--- config.mk ---
export PLATFORM = sky130hd
export DESIGN_NAME = muldiv_rs
export DESIGN_NICKNAME = d
export VERILOG_FILES = /design/src/rtl/muldiv_pkg.sv /design/src/rtl/exec_if.sv /design/src/rtl/seq_multiplier.sv /design/src/rtl/seq_divider.sv /design/src/rtl/rs_entries.sv /design/src/rtl/muldiv_exec.sv /design/src/rtl/muldiv_rs.sv
export SDC_FILE = /design/constraint.sdc
export NUM_CORES = 2
export LEC_CHECK = 0
export BUFFER_PORTS_ARGS = -buffer_cell sky130_fd_sc_hd__buf_4
export CORE_ASPECT_RATIO = 0.7
export CORE_MARGIN = 2
export CORE_UTILIZATION = 47
export CTS_CLUSTER_SIZE = 24
export DETAILED_ROUTE_END_ITERATION = 8
export SLEW_MARGIN = 20
export SYNTH_ARGS = -nofsm -noshare
export SYNTH_HDL_FRONTEND = slang
export SYNTH_HIERARCHICAL = 1
export SYNTH_SLANG_ARGS = --single-unit
--- constraint.sdc ---
create_clock -name clk -period 11.25 [get_ports clk]
set_clock_uncertainty 0.1 [all_clocks]
set_input_delay 1.125 -clock clk [delete_from_list [all_inputs] [get_ports clk]]
set_output_delay 1.125 -clock clk [all_outputs]
set_load 0.005 [all_outputs]
--- src/rtl/muldiv_pkg.sv ---
// shared types and constants for the M-extension reservation station
// imported by every RTL file and the testbench
`default_nettype none

package muldiv_pkg;

  // data width and derived sizes
  localparam int xlen = 32;
  localparam int dxlen = 2 * xlen;
  // iteration counter width for the sequential units
  localparam int step_w = $clog2(xlen);

  typedef logic [xlen-1:0] word_t;
  // full multiplier product
  typedef logic [dxlen-1:0] dword_t;
  typedef logic [2:0] funct3_t;

  // RV32M funct3 encodings, signed DIV/REM not supported
  localparam funct3_t mul_funct3 = 3'd0;
  localparam funct3_t mulh_funct3 = 3'd1;
  localparam funct3_t mulhsu_funct3 = 3'd2;
  localparam funct3_t mulhu_funct3 = 3'd3;
  localparam funct3_t divu_funct3 = 3'd5;
  localparam funct3_t remu_funct3 = 3'd7;

  // operand signedness seen by the multiplier
  typedef enum logic [1:0] {
    mul_signed_signed,
    mul_signed_unsigned,
    mul_unsigned_unsigned
  } mul_mode_t;

  // multiplier ops all have funct3[2] clear
  function automatic logic is_mul_op(input funct3_t funct3);
    return ~funct3[2];
  endfunction

endpackage

`default_nettype wire

--- src/rtl/exec_if.sv ---
// launch channel from the station to the mul/div unit
// station drives the operation, unit answers with busy and done
`default_nettype none

interface exec_if
  import muldiv_pkg::*;
#(
  parameter int rob_tag_w = 3
);

  // one-cycle launch pulse
  logic start;
  // operation fields, held stable until done
  funct3_t funct3;
  word_t a;
  word_t b;
  logic [rob_tag_w-1:0] tag;
  // unit status
  logic busy;
  logic done;

  modport station (output start, funct3, a, b, tag, input busy, done);
  modport unit (input start, funct3, a, b, tag, output busy, done);

endinterface

`default_nettype wire

--- src/rtl/seq_multiplier.sv ---
// sequential shift-add multiplier, one multiplier bit per cycle
// 32 iterations after start, then a done pulse with the 64-bit product
`default_nettype none

module seq_multiplier
  import muldiv_pkg::*;
(
  input  logic      clk,
  input  logic      reset,
  input  logic      flush,
  input  logic      start,
  input  mul_mode_t mode,
  input  word_t     a,
  input  word_t     b,
  output dword_t    product,
  output logic      done
);

  logic running;
  logic [step_w-1:0] step;
  // multiplicand, extended and shifted left each step
  dword_t mcand;
  // multiplier bits, consumed from the bottom
  word_t mplier;
  logic b_signed;
  logic last_step;
  dword_t addend;

  assign last_step = (step == step_w'(xlen - 1));
  assign addend = mplier[0] ? mcand : '0;

  // iteration control
  always_ff @(posedge clk) begin
    if (reset || flush) begin
      running <= 1'b0;
      done <= 1'b0;
      step <= '0;
    end else begin
      done <= running & last_step;
      if (start) begin
        running <= 1'b1;
        step <= '0;
      end else if (running) begin
        step <= step + 1'b1;
        if (last_step) running <= 1'b0;
      end
    end
  end

  // datapath, product holds after the last step
  always_ff @(posedge clk) begin
    if (start) begin
      product <= '0;
      if (mode == mul_unsigned_unsigned) begin
        mcand <= {{xlen{1'b0}}, a};
      end else begin
        mcand <= {{xlen{a[xlen-1]}}, a};
      end
      mplier <= b;
      b_signed <= (mode == mul_signed_signed);
    end else if (running) begin
      // signed b has weight -2^31 on its top bit
      if (last_step && b_signed) begin
        product <= product - addend;
      end else begin
        product <= product + addend;
      end
      mcand <= mcand << 1;
      mplier <= mplier >> 1;
    end
  end

endmodule

`default_nettype wire

--- src/rtl/seq_divider.sv ---
// restoring unsigned divider, one quotient bit per cycle
// 32 iterations after start, then a done pulse with quotient and remainder
`default_nettype none

module seq_divider
  import muldiv_pkg::*;
(
  input  logic  clk,
  input  logic  reset,
  input  logic  flush,
  input  logic  start,
  input  word_t dividend,
  input  word_t divisor,
  output word_t quotient,
  output word_t remainder,
  output logic  done
);

  logic running;
  logic [step_w-1:0] step;
  logic last_step;
  word_t dsor;
  // shifted partial remainder minus divisor, top bit is the sign
  logic [xlen:0] trial;

  assign last_step = (step == step_w'(xlen - 1));
  assign trial = {remainder, quotient[xlen-1]} - {1'b0, dsor};

  always_ff @(posedge clk) begin
    if (reset || flush) begin
      running <= 1'b0;
      done <= 1'b0;
      step <= '0;
    end else begin
      done <= running & last_step;
      if (start) begin
        running <= 1'b1;
        step <= '0;
      end else if (running) begin
        step <= step + 1'b1;
        if (last_step) running <= 1'b0;
      end
    end
  end

  // quotient register starts as the dividend and fills from the right
  // zero divisor always subtracts, so q is all ones and r the dividend
  always_ff @(posedge clk) begin
    if (start) begin
      remainder <= '0;
      quotient <= dividend;
      dsor <= divisor;
    end else if (running) begin
      if (!trial[xlen]) begin
        remainder <= trial[xlen-1:0];
        quotient <= {quotient[xlen-2:0], 1'b1};
      end else begin
        // restore, keep the shifted remainder
        remainder <= {remainder[xlen-2:0], quotient[xlen-1]};
        quotient <= {quotient[xlen-2:0], 1'b0};
      end
    end
  end

endmodule

`default_nettype wire

--- src/rtl/rs_entries.sv ---
// entry array of the mul/div reservation station
// issue with operand sourcing, CDB wakeup, rotating pick and pop on done
`default_nettype none

module rs_entries
  import muldiv_pkg::*;
#(
  parameter int rs_index_w = 3,
  parameter int rob_tag_w = 3,
  parameter int cdb_lanes = 3
) (
  input  logic                 clk,
  input  logic                 reset,
  input  logic                 flush,
  input  logic                 issue,
  input  funct3_t              issue_funct3,
  input  logic                 issue_rs1_regfile_ready,
  input  word_t                issue_rs1_regfile_v,
  input  logic [rob_tag_w-1:0] issue_rs1_tag,
  input  logic                 issue_rs1_rob_ready,
  input  word_t                issue_rs1_rob_v,
  input  logic                 issue_rs2_regfile_ready,
  input  word_t                issue_rs2_regfile_v,
  input  logic [rob_tag_w-1:0] issue_rs2_tag,
  input  logic                 issue_rs2_rob_ready,
  input  word_t                issue_rs2_rob_v,
  input  logic [rob_tag_w-1:0] issue_target_tag,
  input  logic                 cdb_valid [cdb_lanes],
  input  logic [rob_tag_w-1:0] cdb_tag   [cdb_lanes],
  input  word_t                cdb_value [cdb_lanes],
  output logic                 rs_full,
  exec_if.station              ex
);

  localparam int num_entries = 2 ** rs_index_w;

  typedef logic [rob_tag_w-1:0] tag_t;
  typedef logic [rs_index_w-1:0] idx_t;

  // per-entry state
  logic [num_entries-1:0] entry_valid;
  logic [num_entries-1:0] rs1_ready;
  logic [num_entries-1:0] rs2_ready;
  funct3_t entry_funct3 [num_entries];
  word_t rs1_value [num_entries];
  word_t rs2_value [num_entries];
  tag_t rs1_tag [num_entries];
  tag_t rs2_tag [num_entries];
  tag_t target_tag [num_entries];

  // rotation pointer and the entry now in the unit
  idx_t rr_ptr;
  idx_t launch_idx;
  idx_t scan_base;
  idx_t pick_idx;
  idx_t free_idx;
  logic [num_entries-1:0] launchable;
  logic found;
  logic launch;

  // operand values resolved at issue
  logic rs1_cdb_hit;
  logic rs2_cdb_hit;
  word_t rs1_cdb_value;
  word_t rs2_cdb_value;
  logic rs1_in_ready;
  logic rs2_in_ready;
  word_t rs1_in_value;
  word_t rs2_in_value;

  // regfile first, then ROB, then a lane broadcasting this cycle
  function automatic logic [xlen:0] source_op(input logic rf_ready, input word_t rf_v,
                                              input logic rob_ready, input word_t rob_v,
                                              input logic cdb_hit, input word_t cdb_v);
    if (rf_ready) return {1'b1, rf_v};
    if (rob_ready) return {1'b1, rob_v};
    return {cdb_hit, cdb_v};
  endfunction

  // catch a tag that is broadcast in the issue cycle itself
  always_comb begin
    rs1_cdb_hit = 1'b0;
    rs2_cdb_hit = 1'b0;
    rs1_cdb_value = '0;
    rs2_cdb_value = '0;
    for (int j = 0; j < cdb_lanes; j++) begin
      if (cdb_valid[j] && cdb_tag[j] == issue_rs1_tag) begin
        rs1_cdb_hit = 1'b1;
        rs1_cdb_value = cdb_value[j];
      end
      if (cdb_valid[j] && cdb_tag[j] == issue_rs2_tag) begin
        rs2_cdb_hit = 1'b1;
        rs2_cdb_value = cdb_value[j];
      end
    end
  end

  assign {rs1_in_ready, rs1_in_value} = source_op(issue_rs1_regfile_ready, issue_rs1_regfile_v,
                                                  issue_rs1_rob_ready, issue_rs1_rob_v,
                                                  rs1_cdb_hit, rs1_cdb_value);
  assign {rs2_in_ready, rs2_in_value} = source_op(issue_rs2_regfile_ready, issue_rs2_regfile_v,
                                                  issue_rs2_rob_ready, issue_rs2_rob_v,
                                                  rs2_cdb_hit, rs2_cdb_value);

  assign rs_full = &entry_valid;

  // lowest free slot, walk down so the smallest index wins
  always_comb begin
    free_idx = '0;
    for (int i = num_entries - 1; i >= 0; i--) begin
      if (!entry_valid[i]) free_idx = idx_t'(i);
    end
  end

  // entry leaving on done must not be picked again
  always_comb begin
    for (int i = 0; i < num_entries; i++) begin
      launchable[i] = entry_valid[i] & rs1_ready[i] & rs2_ready[i]
                      & ~(ex.done && launch_idx == idx_t'(i));
    end
  end

  // scan starts past the entry popped most recently
  assign scan_base = ex.done ? idx_t'(launch_idx + 1'b1) : rr_ptr;

  always_comb begin
    idx_t cand;
    found = 1'b0;
    pick_idx = scan_base;
    for (int i = 0; i < num_entries; i++) begin
      cand = scan_base + idx_t'(i);
      if (!found && launchable[cand]) begin
        found = 1'b1;
        pick_idx = cand;
      end
    end
  end

  assign launch = found & ~ex.busy;

  always_ff @(posedge clk) begin
    if (reset || flush) begin
      entry_valid <= '0;
      rs1_ready <= '0;
      rs2_ready <= '0;
      rr_ptr <= '0;
      launch_idx <= '0;
      ex.start <= 1'b0;
    end else begin
      ex.start <= launch;
      if (launch) begin
        launch_idx <= pick_idx;
        ex.funct3 <= entry_funct3[pick_idx];
        ex.a <= rs1_value[pick_idx];
        ex.b <= rs2_value[pick_idx];
        ex.tag <= target_tag[pick_idx];
      end
      // snoop all lanes for waiting operands
      for (int i = 0; i < num_entries; i++) begin
        for (int j = 0; j < cdb_lanes; j++) begin
          if (entry_valid[i] && cdb_valid[j] && !rs1_ready[i] && cdb_tag[j] == rs1_tag[i]) begin
            rs1_ready[i] <= 1'b1;
            rs1_value[i] <= cdb_value[j];
          end
          if (entry_valid[i] && cdb_valid[j] && !rs2_ready[i] && cdb_tag[j] == rs2_tag[i]) begin
            rs2_ready[i] <= 1'b1;
            rs2_value[i] <= cdb_value[j];
          end
        end
      end
      // fill the lowest free entry
      if (issue) begin
        entry_valid[free_idx] <= 1'b1;
        entry_funct3[free_idx] <= issue_funct3;
        rs1_ready[free_idx] <= rs1_in_ready;
        rs2_ready[free_idx] <= rs2_in_ready;
        rs1_value[free_idx] <= rs1_in_value;
        rs2_value[free_idx] <= rs2_in_value;
        rs1_tag[free_idx] <= issue_rs1_tag;
        rs2_tag[free_idx] <= issue_rs2_tag;
        target_tag[free_idx] <= issue_target_tag;
      end
      // pop on the result cycle
      if (ex.done) begin
        entry_valid[launch_idx] <= 1'b0;
        rr_ptr <= launch_idx + 1'b1;
      end
    end
  end

endmodule

`default_nettype wire

--- src/rtl/muldiv_exec.sv ---
// execution side of the station, one operation in flight
// steers start to the multiplier or divider and drives the result CDB
`default_nettype none

module muldiv_exec
  import muldiv_pkg::*;
#(
  parameter int rob_tag_w = 3
) (
  input  logic                 clk,
  input  logic                 reset,
  input  logic                 flush,
  exec_if.unit                 ex,
  output logic                 result_valid,
  output logic [rob_tag_w-1:0] result_tag,
  output word_t                result_value
);

  logic busy_q;
  logic mul_start;
  logic div_start;
  logic mul_done;
  logic div_done;
  mul_mode_t mode;
  dword_t product;
  word_t quotient;
  word_t remainder;

  assign mul_start = ex.start & is_mul_op(ex.funct3);
  assign div_start = ex.start & ~is_mul_op(ex.funct3);

  // signedness by funct3, MUL and MULH both signed
  always_comb begin
    case (ex.funct3)
      mulhsu_funct3: mode = mul_signed_unsigned;
      mulhu_funct3:  mode = mul_unsigned_unsigned;
      default:       mode = mul_signed_signed;
    endcase
  end

  always_ff @(posedge clk) begin
    if (reset || flush) begin
      busy_q <= 1'b0;
    end else if (ex.start) begin
      busy_q <= 1'b1;
    end else if (ex.done) begin
      busy_q <= 1'b0;
    end
  end

  // only one unit runs at a time
  assign ex.done = busy_q & (mul_done | div_done);
  // high from the start cycle, low again in the done cycle
  assign ex.busy = ex.start | (busy_q & ~ex.done);

  assign result_valid = ex.done;
  assign result_tag = ex.tag;

  always_comb begin
    case (ex.funct3)
      mul_funct3:  result_value = product[xlen-1:0];
      divu_funct3: result_value = quotient;
      remu_funct3: result_value = remainder;
      // MULH family takes the upper word
      default:     result_value = product[dxlen-1:xlen];
    endcase
  end

  seq_multiplier mul_i (
    .clk    (clk),
    .reset  (reset),
    .flush  (flush),
    .start  (mul_start),
    .mode   (mode),
    .a      (ex.a),
    .b      (ex.b),
    .product(product),
    .done   (mul_done)
  );

  seq_divider div_i (
    .clk      (clk),
    .reset    (reset),
    .flush    (flush),
    .start    (div_start),
    .dividend (ex.a),
    .divisor  (ex.b),
    .quotient (quotient),
    .remainder(remainder),
    .done     (div_done)
  );

endmodule

`default_nettype wire

--- src/rtl/muldiv_rs.sv ---
// top of the mul/div reservation station with plain ports
// entry array launches into the sequential unit over exec_if
`default_nettype none

module muldiv_rs
  import muldiv_pkg::*;
#(
  parameter int rs_index_w = 3,
  parameter int rob_tag_w = 3,
  parameter int cdb_lanes = 3
) (
  input  logic                 clk,
  input  logic                 reset,
  input  logic                 flush,
  // issue from the instruction queue
  input  logic                 issue,
  input  funct3_t              issue_funct3,
  input  logic                 issue_rs1_regfile_ready,
  input  word_t                issue_rs1_regfile_v,
  input  logic [rob_tag_w-1:0] issue_rs1_tag,
  input  logic                 issue_rs1_rob_ready,
  input  word_t                issue_rs1_rob_v,
  input  logic                 issue_rs2_regfile_ready,
  input  word_t                issue_rs2_regfile_v,
  input  logic [rob_tag_w-1:0] issue_rs2_tag,
  input  logic                 issue_rs2_rob_ready,
  input  word_t                issue_rs2_rob_v,
  input  logic [rob_tag_w-1:0] issue_target_tag,
  // snooped CDB lanes
  input  logic                 cdb_valid [cdb_lanes],
  input  logic [rob_tag_w-1:0] cdb_tag   [cdb_lanes],
  input  word_t                cdb_value [cdb_lanes],
  output logic                 rs_full,
  // own CDB output
  output logic                 result_valid,
  output logic [rob_tag_w-1:0] result_tag,
  output word_t                result_value
);

  exec_if #(.rob_tag_w(rob_tag_w)) ex_bus ();

  rs_entries #(
    .rs_index_w(rs_index_w),
    .rob_tag_w (rob_tag_w),
    .cdb_lanes (cdb_lanes)
  ) entries_i (
    .clk                    (clk),
    .reset                  (reset),
    .flush                  (flush),
    .issue                  (issue),
    .issue_funct3           (issue_funct3),
    .issue_rs1_regfile_ready(issue_rs1_regfile_ready),
    .issue_rs1_regfile_v    (issue_rs1_regfile_v),
    .issue_rs1_tag          (issue_rs1_tag),
    .issue_rs1_rob_ready    (issue_rs1_rob_ready),
    .issue_rs1_rob_v        (issue_rs1_rob_v),
    .issue_rs2_regfile_ready(issue_rs2_regfile_ready),
    .issue_rs2_regfile_v    (issue_rs2_regfile_v),
    .issue_rs2_tag          (issue_rs2_tag),
    .issue_rs2_rob_ready    (issue_rs2_rob_ready),
    .issue_rs2_rob_v        (issue_rs2_rob_v),
    .issue_target_tag       (issue_target_tag),
    .cdb_valid              (cdb_valid),
    .cdb_tag                (cdb_tag),
    .cdb_value              (cdb_value),
    .rs_full                (rs_full),
    .ex                     (ex_bus.station)
  );

  muldiv_exec #(
    .rob_tag_w(rob_tag_w)
  ) exec_i (
    .clk         (clk),
    .reset       (reset),
    .flush       (flush),
    .ex          (ex_bus.unit),
    .result_valid(result_valid),
    .result_tag  (result_tag),
    .result_value(result_value)
  );

endmodule

`default_nettype wire

==> results.txt <==
Largest net degree at the start of global routing: 119
Share of layout cells above drive strength 1: 12.99%
Yosys top cell area share: 37.66%
Remaining antenna violation count: 0
Dpl cells: 8541
Final std cells w/o fill: 8753
DR iter-0 viols: 8714
Outcome: complete, no violations
CTS tree: built
YS warnings: 6
CP max FO: 6
Max-cap violations: 0
Routability cong.: 0.9866
WHS Path Cells: 0
Core area: 140900 µm²
Path type of the worst min-delay path: flip-flop to flip-flop
Setup Buffers After CTS: 0
Slew Limit Fails: 0
Pwr Density: 121.1 nW/µm²
DR pass1 iterations: 7
Initial Util: 47.49%
CP bufs+invs: 0
Syn nets: 7350
Crit end category: flip-flop
DIE WIDTH: 454.9 µm
DRT Wirelength: 277.6 mm
Num ports: 293
Static Leak: 0.03143 µW
Seq/Total Area, Yosys: 41.91%
GRT Residual Overflow: 0
Min-delay src: entries_i/ex.b[16]
Clock root buffer: clkbuf_16
Register area: 28040 µm²
Crit-path cells: nor4_2 > nand4b_1 > nand3b_1 > or4_1 > a21o_1 > a211oi_1 > a2111oi_0 > a21oi_1 > ha_1 > nand4_2 > or3_1 > o31a_2 > a31oi_4 > a31oi_4 > o21ai_4 > a41o_1 > nand2_1 > mux2_1 > or4_1
Final Setup Violations: 0
R2R Path Start: exec_i/mul_i/mcand[26]
CP arrival: 7.50 ns
# DRC: 0
Tmin final: 6.986 ns
Final worst slack: 4.264 ns
Full die area: 145400 µm²
Unrepaired setup endpoints after global routing: no
Met2 Use GR: 49.69%
Avg Synthesized Cell Area: 9.580 µm²
GRT Total Usage: 37.15%
Biggest area contributors in the synthesized netlist: edfxtp_1, mux2i_1, o211ai_1
Critical path's top delay family: simple AND/OR/NAND/NOR gates
Prevailing post-synth register cell: edfxtp_1
Most frequent cell after synthesis: mux2i_1
Finished Core Util: 52.17%
Hold_buf cts: 0
Hold Crit Endpoint: exec_i/div_i/dsor[16]
CTS buffer count: 106
Critical path type: flip-flop to flip-flop
Number of synthesized flops with an enable pin: 839
Detail Placement HPWL: 173.6 mm
Worst r2r path cells: 19
Maximum vdd drop: 0.0001187 V
Initial antenna violation count: 24
Relative slew margins: 17.31%
Die Y: 319.7 µm
CP required: 11.76 ns
Clock transition at path regs: 0.06 ns
Most used routing layer: met1
Nets@finish: 7145
WL per Instance: 31.72 µm
Reg-to-reg endpoint: exec_i/mul_i/product[63]
Filler instances: 12570
H-tree levels: 3
Critical-path top delay cell: a211oi_1
#FFs+latches synth: 981
Area leader, netlist: edfxtp_1
Async S/R FF share, synth: 0%
Peak Freq: 0.1431 GHz
Via density: 6.746
Multi-input combinational cell area: 35700 µm²
Synth cell count leaders: mux2i_1, nand2_1, edfxtp_1, o21ai_0, o211ai_1
Number of global-route vias before repair: 54260
Setup TNS: 0 ns
Met1 Use GR: 53.54%
Worst slew pin tran: 1.236 ns
FP Rows: 115
Cells after synthesis: 6983
Area grow syn2layout: 9.858%
Clk sink count: 981
Startpoint Class: flip-flop
R2r setup slk: 4.26 ns
Count of port buffers added during placement: 292
Critical path depth: 19
Pre-CTS setup slack: 4.559 ns
Worst skew pair latency: 0.78 ns
Number of hold violations in the final report: 0
Tcrit/Tclk final: 62.10%
Clock Path Buffers: 3
First-pass GRT wire length: 393.1 mm
Mapped cell area: 66900 µm²
GR Layer Usage met3: 11.32%
Via Count: 59050
Post_cts resized: 0
Yosys cell types: 103
Worst path max stage delay: 0.73 ns
==> layout make-up <==
class,count,area share [%]
diodes,12,0.04086
clock buffers,131,3.905
clock inverters,68,1.171
inverters,136,0.6980
multi-input cells,5143,48.58
flip-flops and latches,981,38.15
well taps,1872,3.187
repair buffers,410,4.266
==> through the flow <==
stage | area [µm²] | hold WS (ns) | power, µW
after global placement | 69700 | 0.3313 | 5087
after CTS | 73440 | 0.3523 | 8883
final | 73490 | 0.3559 | 8901
after floorplan | 66900 | 0.3181 | 4744
after global routing | 73490 | 0.3604 | 9138
after detailed placement | 69700 | 0.3293 | 5097
==> routing by layer <==
| layer | up-vias | routed length (µm) |
|---|---|---|
| met5 | - | 170 |
| met4 | 26 | 15490 |
| met3 | 722 | 37390 |
| met2 | 4123 | 108500 |
| met1 | 28560 | 116100 |
| li1 | 25610 | - |
==> logic make-up after synthesis <==
logic type,count (synthesis),synth area share [%]
mux,1123,17.22
xor+xnor,296,3.875
simple gates,1601,10.24
fa+ha+maj,111,2.098
flops,981,41.91
compound gates,2012,19.36
buf+inv,859,5.300
==> cells in the final DEF (no fill, tap or decap), drive strengths merged, types with 12 or more instances in the layout <==
cell	n
a2111oi	12
and2	21
a21o	55
a21oi	327
nand2b	20
ha	109
a22oi	67
o21bai	17
mux2	176
a311oi	26
bufinv	16
o22ai	34
nand3	122
dfxtp	142
xor2	161
nor3	84
or3	14
o21ai	669
o32ai	32
edfxtp	839
o211ai	533
xnor2	135
o31ai	13
inv	140
nand2	852
mux2i	946
clkbuf	131
and3	15
nor2	345
nor2b	31
diode	12
buf	410
a31oi	34
a221oi	15
nand4	42
clkinv	39
o41ai	12
nor4	17
a211oi	85
==> power breakdown <==
group	total, µW	leakage [µW]	internal, µW	switching (µW)
registers	4030	0.00872	3970	52.9
logic	1030	0.0209	375	655
clock network	3840	0.00181	2190	1650
==> flip-flops by register name, summed over array words and instances (netlist names), 32 cells and up <==
name	flops
exec_i/div_i/dsor	32
exec_i/mul_i/mplier	32
exec_i/div_i/remainder	32
entries_i/ex.a	32
exec_i/mul_i/mcand	64
entries_i/ex.b	32
exec_i/mul_i/product	64
entries_i/rs1_value	256
entries_i/rs2_value	256
exec_i/div_i/quotient	32
==> how the worst max path moves through the flow <==
stage / start / to / slack (ns)
6_report: exec_i/mul_i/mcand[26] / exec_i/mul_i/product[63] / 4.26
3_3_place_gp: exec_i/mul_i/mplier[0] / exec_i/mul_i/product[63] / 4.72
5_1_grt: exec_i/mul_i/mplier[0] / exec_i/mul_i/product[63] / 4.11
4_1_cts: exec_i/mul_i/mplier[0] / exec_i/mul_i/product[63] / 4.53
3_5_place_dp: exec_i/mul_i/mplier[0] / exec_i/mul_i/product[63] / 4.56
2_1_floorplan: exec_i/mul_i/mplier[0] / exec_i/mul_i/product[63] / 5.34
==> worst register-to-register path, delay by kind of cell (launching register included) <==
kind | cells | cell delay, ns
adders and majority gates | 1 | 0.35
DFF | 1 | 0.46
muxes | 1 | 0.31
AOI/OAI and AO/OA | 9 | 2.75
and+or+nand+nor | 8 | 2.87
Power figures use the tool's default switching activity.
